### src/verilog/md_consts.svh
`ifndef MD_CONSTS_SVH
`define MD_CONSTS_SVH

// Operand width and width of each HI/LO half
`define MD_WIDTH        32

`define MD_OP_WIDTH     3

// Operation codes as seen on the op port
`define MD_OP_MULT      3'd0
`define MD_OP_MULTU     3'd1
`define MD_OP_DIV       3'd2
`define MD_OP_DIVU      3'd3
`define MD_OP_MTHI      3'd4
`define MD_OP_MTLO      3'd5
`define MD_OP_MFHI      3'd6
`define MD_OP_MFLO      3'd7

`define MD_MUL_LATENCY  2       // Operand stage plus product stage

`define MD_DIV_CYCLES   32      // One quotient bit per iteration

`endif

### src/verilog/md_pkg.sv
`default_nettype none

`include "md_consts.svh"

package md_pkg;

    // A 64-bit HI/LO word. The multiplier writes it whole, the divider
    // and the register pair work on the two halves
    typedef union packed {
        logic [2*`MD_WIDTH-1:0] product;    // Full 64-bit product
        struct packed {
            logic [`MD_WIDTH-1:0] hi;       // Upper word, remainder on divides
            logic [`MD_WIDTH-1:0] lo;       // Lower word, quotient on divides
        } halves;
    } hilo_u;

endpackage

`default_nettype wire

### src/verilog/md_issue.sv
`default_nettype none

`include "md_consts.svh"

module md_issue (
    input  logic                    clk,
    input  logic                    rst,
    input  logic                    op_valid,
    input  logic [`MD_OP_WIDTH-1:0] op,
    input  logic                    mul_pending,
    input  logic                    div_busy,
    output logic                    mul_start,
    output logic                    mul_signed,
    output logic                    div_start,
    output logic                    div_signed,
    output logic                    mt_hi_we,
    output logic                    mt_lo_we,
    output logic                    rd_req,
    output logic                    rd_sel_hi,
    output logic                    busy
);

    logic is_mul;

    assign is_mul = (op == `MD_OP_MULT) || (op == `MD_OP_MULTU);

    // One strobe per accepted operation
    always_comb begin
        mul_start = 1'b0;
        div_start = 1'b0;
        mt_hi_we  = 1'b0;
        mt_lo_we  = 1'b0;
        rd_req    = 1'b0;
        if (op_valid) begin
            case (op)
                `MD_OP_MULT,
                `MD_OP_MULTU: mul_start = 1'b1;
                `MD_OP_DIV,
                `MD_OP_DIVU:  div_start = 1'b1;
                `MD_OP_MTHI:  mt_hi_we  = 1'b1;
                `MD_OP_MTLO:  mt_lo_we  = 1'b1;
                `MD_OP_MFHI,
                `MD_OP_MFLO:  rd_req    = 1'b1;
                default:      rd_req    = 1'b0;
            endcase
        end
    end

    assign mul_signed = (op == `MD_OP_MULT);   // MULTU is the unsigned twin
    assign div_signed = (op == `MD_OP_DIV);
    assign rd_sel_hi  = (op == `MD_OP_MFHI);   // Else MFLO

    // High while a product is still on its way to HI/LO or a divide runs
    assign busy = mul_pending || div_busy;

    // Nothing may be issued into a running divide
    a_no_op_during_div: assert property (
        @(posedge clk) disable iff (rst)
        !(op_valid && div_busy)
    ) else $error("operation issued while divider busy");

    // Only further multiplies may stack up behind pending ones
    a_only_mul_when_busy: assert property (
        @(posedge clk) disable iff (rst)
        (op_valid && busy) |-> is_mul
    ) else $error("non multiply operation issued while busy");

endmodule

`default_nettype wire

### src/verilog/md_multiplier.sv
`default_nettype none

`include "md_consts.svh"

module md_multiplier
    import md_pkg::*;
(
    input  logic                 clk,
    input  logic                 rst,
    input  logic                 mul_start,
    input  logic                 mul_signed,
    input  logic [`MD_WIDTH-1:0] rs_value,
    input  logic [`MD_WIDTH-1:0] rt_value,
    output logic                 mul_done,
    output logic                 mul_pending,
    output hilo_u                mul_result
);

    localparam int W = `MD_WIDTH;

    logic                  s1_valid;
    logic                  s2_valid;
    logic signed [W:0]     a_q;         // Operands widened by one sign bit
    logic signed [W:0]     b_q;
    logic signed [2*W+1:0] prod_full;
    hilo_u                 prod_q;

    always_ff @(posedge clk) begin
        if (rst) begin
            s1_valid <= 1'b0;
            s2_valid <= 1'b0;
        end else begin
            s1_valid <= mul_start;
            s2_valid <= s1_valid;
        end
    end

    // Stage 1, extension bit is zero for MULTU
    always_ff @(posedge clk) begin
        if (mul_start) begin
            a_q <= {mul_signed & rs_value[W-1], rs_value};
            b_q <= {mul_signed & rt_value[W-1], rt_value};
        end
    end

    assign prod_full = a_q * b_q;    // Low 64 bits right for both signednesses

    // Stage 2
    always_ff @(posedge clk) begin
        if (s1_valid) prod_q.product <= prod_full[2*W-1:0];
    end

    assign mul_result  = prod_q;
    assign mul_done    = s2_valid;
    assign mul_pending = s1_valid || s2_valid;

endmodule

`default_nettype wire

### src/verilog/md_divider.sv
`default_nettype none

`include "md_consts.svh"

module md_divider
    import md_pkg::*;
(
    input  logic                 clk,
    input  logic                 rst,
    input  logic                 div_start,
    input  logic                 div_signed,
    input  logic [`MD_WIDTH-1:0] rs_value,
    input  logic [`MD_WIDTH-1:0] rt_value,
    output logic                 div_busy,
    output logic                 div_done,
    output hilo_u                div_result
);

    localparam int W     = `MD_WIDTH;
    localparam int CNT_W = $clog2(`MD_DIV_CYCLES + 1);

    logic             busy_q;
    logic [CNT_W-1:0] cnt_q;
    logic [W-1:0]     rem_q;        // Partial remainder
    logic [W-1:0]     quo_q;        // Dividend bits out, quotient bits in
    logic [W-1:0]     dsr_q;        // Divisor magnitude
    logic             quo_neg_q;
    logic             rem_neg_q;
    logic [W-1:0]     rs_mag;
    logic [W-1:0]     rt_mag;
    logic [W:0]       shifted;
    logic [W:0]       diff;
    logic             iterate;

    assign rs_mag = (div_signed && rs_value[W-1]) ? -rs_value : rs_value;
    assign rt_mag = (div_signed && rt_value[W-1]) ? -rt_value : rt_value;

    assign iterate  = busy_q && (cnt_q != CNT_W'(`MD_DIV_CYCLES));
    assign div_done = busy_q && (cnt_q == CNT_W'(`MD_DIV_CYCLES));
    assign div_busy = busy_q;   // Still high in the write-back cycle

    // Trial subtract, top bit set means it did not fit
    assign shifted = {rem_q, quo_q[W-1]};
    assign diff    = shifted - {1'b0, dsr_q};

    always_ff @(posedge clk) begin
        if (rst) begin
            busy_q <= 1'b0;
            cnt_q  <= '0;
        end else if (div_start) begin
            busy_q <= 1'b1;
            cnt_q  <= '0;
        end else if (div_done) begin
            busy_q <= 1'b0;
        end else if (iterate) begin
            cnt_q <= cnt_q + 1'b1;
        end
    end

    always_ff @(posedge clk) begin
        if (div_start) begin
            rem_q     <= '0;
            quo_q     <= rs_mag;
            dsr_q     <= rt_mag;
            quo_neg_q <= div_signed && (rs_value[W-1] ^ rt_value[W-1]);
            rem_neg_q <= div_signed && rs_value[W-1];
        end else if (iterate) begin
            if (!diff[W]) begin
                rem_q <= diff[W-1:0];
                quo_q <= {quo_q[W-2:0], 1'b1};
            end else begin
                rem_q <= shifted[W-1:0];   // Restore
                quo_q <= {quo_q[W-2:0], 1'b0};
            end
        end
    end

    // Quotient truncates toward zero, remainder follows the dividend
    always_comb begin
        div_result.halves.hi = rem_neg_q ? -rem_q : rem_q;
        div_result.halves.lo = quo_neg_q ? -quo_q : quo_q;
    end

    a_no_restart: assert property (
        @(posedge clk) disable iff (rst)
        !(div_start && div_busy)
    ) else $error("divide started while divider busy");

endmodule

`default_nettype wire

### src/verilog/hilo_regs.sv
`default_nettype none

`include "md_consts.svh"

module hilo_regs
    import md_pkg::*;
(
    input  logic                 clk,
    input  logic                 rst,
    input  logic                 mul_done,
    input  hilo_u                mul_result,
    input  logic                 div_done,
    input  hilo_u                div_result,
    input  logic                 mt_hi_we,
    input  logic                 mt_lo_we,
    input  logic [`MD_WIDTH-1:0] rs_value,
    input  logic                 rd_req,
    input  logic                 rd_sel_hi,
    output logic                 rd_valid,
    output logic [`MD_WIDTH-1:0] rd_data
);

    logic [`MD_WIDTH-1:0] hi_q;
    logic [`MD_WIDTH-1:0] lo_q;

    // Product beats move-to, move-to beats divide result
    always_ff @(posedge clk) begin
        if (rst) begin
            hi_q <= '0;
            lo_q <= '0;
        end else if (mul_done) begin
            hi_q <= mul_result.halves.hi;
            lo_q <= mul_result.halves.lo;
        end else begin
            if (mt_hi_we)      hi_q <= rs_value;
            else if (div_done) hi_q <= div_result.halves.hi;    // Remainder
            if (mt_lo_we)      lo_q <= rs_value;
            else if (div_done) lo_q <= div_result.halves.lo;    // Quotient
        end
    end

    // Read port, one cycle after the request
    always_ff @(posedge clk) begin
        if (rst) rd_valid <= 1'b0;
        else     rd_valid <= rd_req;
    end

    always_ff @(posedge clk) begin
        if (rd_req) rd_data <= rd_sel_hi ? hi_q : lo_q;
    end

    // The two units never finish in the same cycle
    a_one_result: assert property (
        @(posedge clk) disable iff (rst)
        !(mul_done && div_done)
    ) else $error("multiply and divide results collide");

endmodule

`default_nettype wire

### src/verilog/md_unit.sv
`default_nettype none

`include "md_consts.svh"

module md_unit
    import md_pkg::*;
(
    input  logic                    clk,
    input  logic                    rst,
    input  logic                    op_valid,
    input  logic [`MD_OP_WIDTH-1:0] op,
    input  logic [`MD_WIDTH-1:0]    rs_value,
    input  logic [`MD_WIDTH-1:0]    rt_value,
    output logic                    busy,
    output logic                    rd_valid,
    output logic [`MD_WIDTH-1:0]    rd_data
);

    logic  mul_start;
    logic  mul_signed;
    logic  mul_done;
    logic  mul_pending;
    hilo_u mul_result;
    logic  div_start;
    logic  div_signed;
    logic  div_busy;
    logic  div_done;
    hilo_u div_result;
    logic  mt_hi_we;
    logic  mt_lo_we;
    logic  rd_req;
    logic  rd_sel_hi;

    md_issue u_issue (
        .clk         (clk),
        .rst         (rst),
        .op_valid    (op_valid),
        .op          (op),
        .mul_pending (mul_pending),     // Hazard from the multiplier pipe
        .div_busy    (div_busy),
        .mul_start   (mul_start),
        .mul_signed  (mul_signed),
        .div_start   (div_start),
        .div_signed  (div_signed),
        .mt_hi_we    (mt_hi_we),
        .mt_lo_we    (mt_lo_we),
        .rd_req      (rd_req),
        .rd_sel_hi   (rd_sel_hi),
        .busy        (busy)
    );

    md_multiplier u_mul (
        .clk         (clk),
        .rst         (rst),
        .mul_start   (mul_start),
        .mul_signed  (mul_signed),
        .rs_value    (rs_value),
        .rt_value    (rt_value),
        .mul_done    (mul_done),
        .mul_pending (mul_pending),
        .mul_result  (mul_result)
    );

    md_divider u_div (
        .clk         (clk),
        .rst         (rst),
        .div_start   (div_start),
        .div_signed  (div_signed),
        .rs_value    (rs_value),        // Dividend
        .rt_value    (rt_value),        // Divisor
        .div_busy    (div_busy),
        .div_done    (div_done),
        .div_result  (div_result)
    );

    hilo_regs u_hilo (
        .clk         (clk),
        .rst         (rst),
        .mul_done    (mul_done),
        .mul_result  (mul_result),
        .div_done    (div_done),
        .div_result  (div_result),
        .mt_hi_we    (mt_hi_we),
        .mt_lo_we    (mt_lo_we),
        .rs_value    (rs_value),        // Move-to data
        .rd_req      (rd_req),
        .rd_sel_hi   (rd_sel_hi),
        .rd_valid    (rd_valid),
        .rd_data     (rd_data)
    );

endmodule

`default_nettype wire

### config.mk
export PLATFORM = sky130hd
export DESIGN_NAME = md_unit
export DESIGN_NICKNAME = d
export VERILOG_FILES = /design/src/verilog/md_pkg.sv /design/src/verilog/md_issue.sv /design/src/verilog/md_multiplier.sv /design/src/verilog/md_divider.sv /design/src/verilog/hilo_regs.sv /design/src/verilog/md_unit.sv
export VERILOG_INCLUDE_DIRS = /design/src /design/src/verilog
export SDC_FILE = /design/constraint.sdc
export NUM_CORES = 2
export LEC_CHECK = 0
export BUFFER_PORTS_ARGS = -buffer_cell sky130_fd_sc_hd__buf_2
export CAP_MARGIN = 20
export CELL_PAD_IN_SITES_DETAIL_PLACEMENT = 0
export CELL_PAD_IN_SITES_GLOBAL_PLACEMENT = 1
export CORE_AREA = 2 2 399 401
export DETAILED_ROUTE_END_ITERATION = 12
export DIE_AREA = 0 0 401 403
export GPL_TIMING_DRIVEN = 0
export PLACE_DENSITY = 0.6
export RECOVER_POWER = 100
export SLEW_MARGIN = 20
export SYNTH_ARGS = -nofsm -noshare
export SYNTH_HDL_FRONTEND = slang
export SYNTH_SLANG_ARGS = --single-unit
### constraint.sdc
create_clock -name clk -period 21.7 [get_ports clk]
set_input_delay 4.34 -clock clk [delete_from_list [all_inputs] [get_ports clk]]
set_output_delay 4.34 -clock clk [all_outputs]
set_load 0.02 [all_outputs]
==> impl_metrics.ini <==
[outcome]
status = finished, violations left
violations = capacitance limit, slew limit

[floorplan]
pin_count = 104
coreArea_um2 = 157500
die-area_um2 = 161600
die_w_um = 401
rows = 146
start_util = 0.3473
fp.dieH_um = 403

[routing]
met2_length_um = 101900
ant_nets = 0
met3_length_um = 16740
vias = 41320
drc = 0
wire_per_inst_um = 28.07
dr.pass1.iters = 6
wl_met1_um = 93300
totalWireLength_um = 222900
via_per_inst = 5.204
maxUsedRoutingLayer = met5
drt_iter0_markers = 3534

[finish]
area_growth_pct = 8.141
fill_cells = 16330
finalNetCount = 7262
layout_common_cells = fa_1, inv_1, nand2_1
drive_above_1_share = 0.02583
final_common_cell = fa_1

[cts]
cts.path.max_buffers = 3
cts_tree = built
cts_root_buffer = clkbuf_16
cts.sinks = 334
htree_levels = 2
post_cts_buffers = 0
hold_buffers = 0
cts_resized = 0
clk_latency_ns = 0.57
cts.clk_slew.worst_paths_ns = 0.06
cts_buffers = 38

[synth]
synth-edff-count = 228
synthCells = 5663
postSynth.asyncResetShare = 0
synth_cell_types = 77
syn_avg_cell_area_um2 = 9.656
syn-cell-area_um2 = 54680
ys_ff_latch = 334
syn-num-nets = 7109
ys_seq_area_frac = 0.1640
synth_ff_type = edfxtp_1
yosysWarningCount = 0

[sta]
slew_headroom = -0.6371
setup_viol = 0
slew_violations = 144
fmax_ghz = 0.07478
worst_slew_pin_slew_ns = 2.456
period_share = 0.6162
fin_tns_setup_ns = 0
rsz0062_at_grt = false
final-hold-violation-count = 0
period_minus_slack_ns = 13.37
skew_ns = 0.01806

[global_route]
grt_use_total = 0.2784
grt_pass1_wl_um = 320100
grt_pass1_vias = 43430
grt_max_degree = 40
antenna_found_initial = 46
overflow = 0

[critical_path]
cp_num_buf_inv = 4
crit_end = u_mul.mul_result[53]$_DFFE_PP_
cp_common_cell = fa_1
path_class = flip-flop to flip-flop
reg2reg_to = u_mul.mul_result[53]$_DFFE_PP_
arrival_ns = 13.66
cp_top_family = adder cells
cp_slowest_cell = nor4b_1
reg2reg_slack_ns = 8.33
cp-start-kind = flip-flop
cpPeakStageDelay_ns = 1.35
cp-end-kind = flip-flop
crit_fanout = 10
crit_cells = 24
reg2reg_depth = 24
r2r-start = u_mul.a_q[32]$_DFFE_PP_
required_ns = 21.99
path_cells = clkbuf_1 -> nand2_1 -> inv_1 -> fa_1 -> fa_1 -> fa_1 -> fa_1 -> fa_1 -> fa_1 -> fa_1 -> inv_1 -> fa_1 -> inv_1 -> ha_1 -> nand4_1 -> nor3_1 -> a2111oi_0 -> nand2b_1 -> nor4b_1 -> o21ai_0 -> a311oi_1 -> o21bai_1 -> a21oi_1 -> xnor2_1
crit_start = u_mul.a_q[32]$_DFFE_PP_

[placed_design]
portBuffers = 100
gp_congestion = 0.9725
dpl.hpwl_um = 185000

[job]
max_cap_viol_count = 5

[worst_hold_path]
holdCritPathClass = flip-flop to flip-flop
==> cell usage after synthesis (6+ instances only) <==
cell | n | area (um2)
o21ai_1 | 7 | 35.03
a21oi_1 | 169 | 845.8
o21ai_0 | 121 | 605.6
a21o_1 | 52 | 390.4
o41ai_1 | 14 | 122.6
or2_2 | 6 | 37.54
clkbuf_1 | 287 | 1077
mux2i_1 | 22 | 220.2
nand2b_1 | 23 | 143.9
a31oi_1 | 13 | 81.33
or4_1 | 7 | 52.55
nor2_1 | 190 | 713.2
nand2_1 | 660 | 2477
xor2_1 | 119 | 1042
xnor2_1 | 109 | 954.7
fa_1 | 1126 | 22540
and3_1 | 10 | 62.56
mux2_2 | 35 | 394.1
o31ai_1 | 34 | 255.2
o211ai_1 | 7 | 52.55
edfxtp_1 | 228 | 6847
nand3b_1 | 9 | 67.56
dfxtp_1 | 106 | 2122
inv_1 | 1110 | 4167
or3_1 | 18 | 112.6
a211oi_1 | 123 | 923.4
and2_1 | 551 | 3447
o21a_1 | 10 | 75.07
nand4_1 | 17 | 106.4
ha_1 | 250 | 3128
nor3_1 | 47 | 235.2
nor2b_1 | 46 | 287.8
nand3_1 | 39 | 195.2
==> metrics by stage <==
| step | std cells | setup WS, ns | hold slack [ns] | util | cell area (um2) |
|---|---|---|---|---|---|
| finish | 7941 | 8.328 | 0.4631 | 0.3755 | 59130 |
| global route | 7918 | 8.113 | 0.4829 | 0.3752 | 59080 |
| CTS | 7918 | 10.19 | 0.4628 | 0.3767 | 59320 |
| detailed placement | 7848 | 10.23 | 0.4543 | 0.3681 | 57970 |
| global placement | 7835 | 8.445 | 0.4373 | 0.3669 | 57770 |
| floorplan | 5663 | 11.73 | 0.4294 | - | 54680 |
==> kinds of logic (layout without fill, tap and decap cells) <==
logic type,Yosys count,in the layout,synth area share
adders and majority gates,1376,1376,0.4694
and+or+nand+nor,1649,1649,0.1493
xor gates and xnor gates,228,228,0.03652
buffers and inverters,1408,1591,0.09693
muxes,57,57,0.01123
DFF,334,334,0.1640
AOI/OAI and AO/OA,611,611,0.07260
other,0,23,0
==> how the worst min path moves through the flow <==
stage                                      start                      endpoint  slack (ns)  depth (start not counted)
global placement     u_hilo.hi_q[0]$_SDFFE_PP0P_   u_hilo.hi_q[0]$_SDFFE_PP0P_        0.44                          2
global route        u_hilo.hi_q[28]$_SDFFE_PP0P_  u_hilo.hi_q[28]$_SDFFE_PP0P_        0.48                          2
detailed placement  u_hilo.hi_q[30]$_SDFFE_PP0P_  u_hilo.hi_q[30]$_SDFFE_PP0P_        0.45                          2
finish              u_hilo.hi_q[30]$_SDFFE_PP0P_  u_hilo.hi_q[30]$_SDFFE_PP0P_        0.46                          2
CTS                  u_hilo.hi_q[0]$_SDFFE_PP0P_   u_hilo.hi_q[0]$_SDFFE_PP0P_        0.46                          2
floorplan            u_hilo.hi_q[0]$_SDFFE_PP0P_   u_hilo.hi_q[0]$_SDFFE_PP0P_        0.43                          2
==> state kept, by name (all words and copies together), names as in the netlist, 32 cells and up <==
name	count
u_div.dsr_q	32
u_mul.mul_result	64
u_hilo.hi_q	32
u_hilo.rd_data	32
u_hilo.lo_q	32
u_mul.b_q	33
u_div.rem_q	32
u_div.quo_q	32
u_mul.a_q	33
==> layout make-up <==
cell class / instances / area [um2] / area share
antenna: 23 / 57.56 / 0.0009733
buffer: 297 / 1161 / 0.01964
clock buffer: 49 / 1086 / 0.01837
clock inverter: 21 / 264.0 / 0.004465
inverter: 1111 / 4172 / 0.07054
multi-input combinational: 3921 / 40400 / 0.6833
sequential: 334 / 8969 / 0.1517
tap: 2072 / 2592 / 0.04384
timing repair buffer: 113 / 427.9 / 0.007236
==> layer usage <==
layer | track usage | vias up
li1 | - | 17720
met1 | 0.3730 | 21630
met2 | 0.4453 | 1582
met3 | 0.05076 | 374
met4 | 0.1131 | 14
met5 | 0 | -
==> worst min-delay path: stages, from the launching register on <==
cell	delay, ns
dfxtp_1	0.31
nand2_1	0.05
a21oi_1	0.05
Power is not shown: default switching activity piles up to over one toggle a cycle in this logic, so the estimate is an artifact.
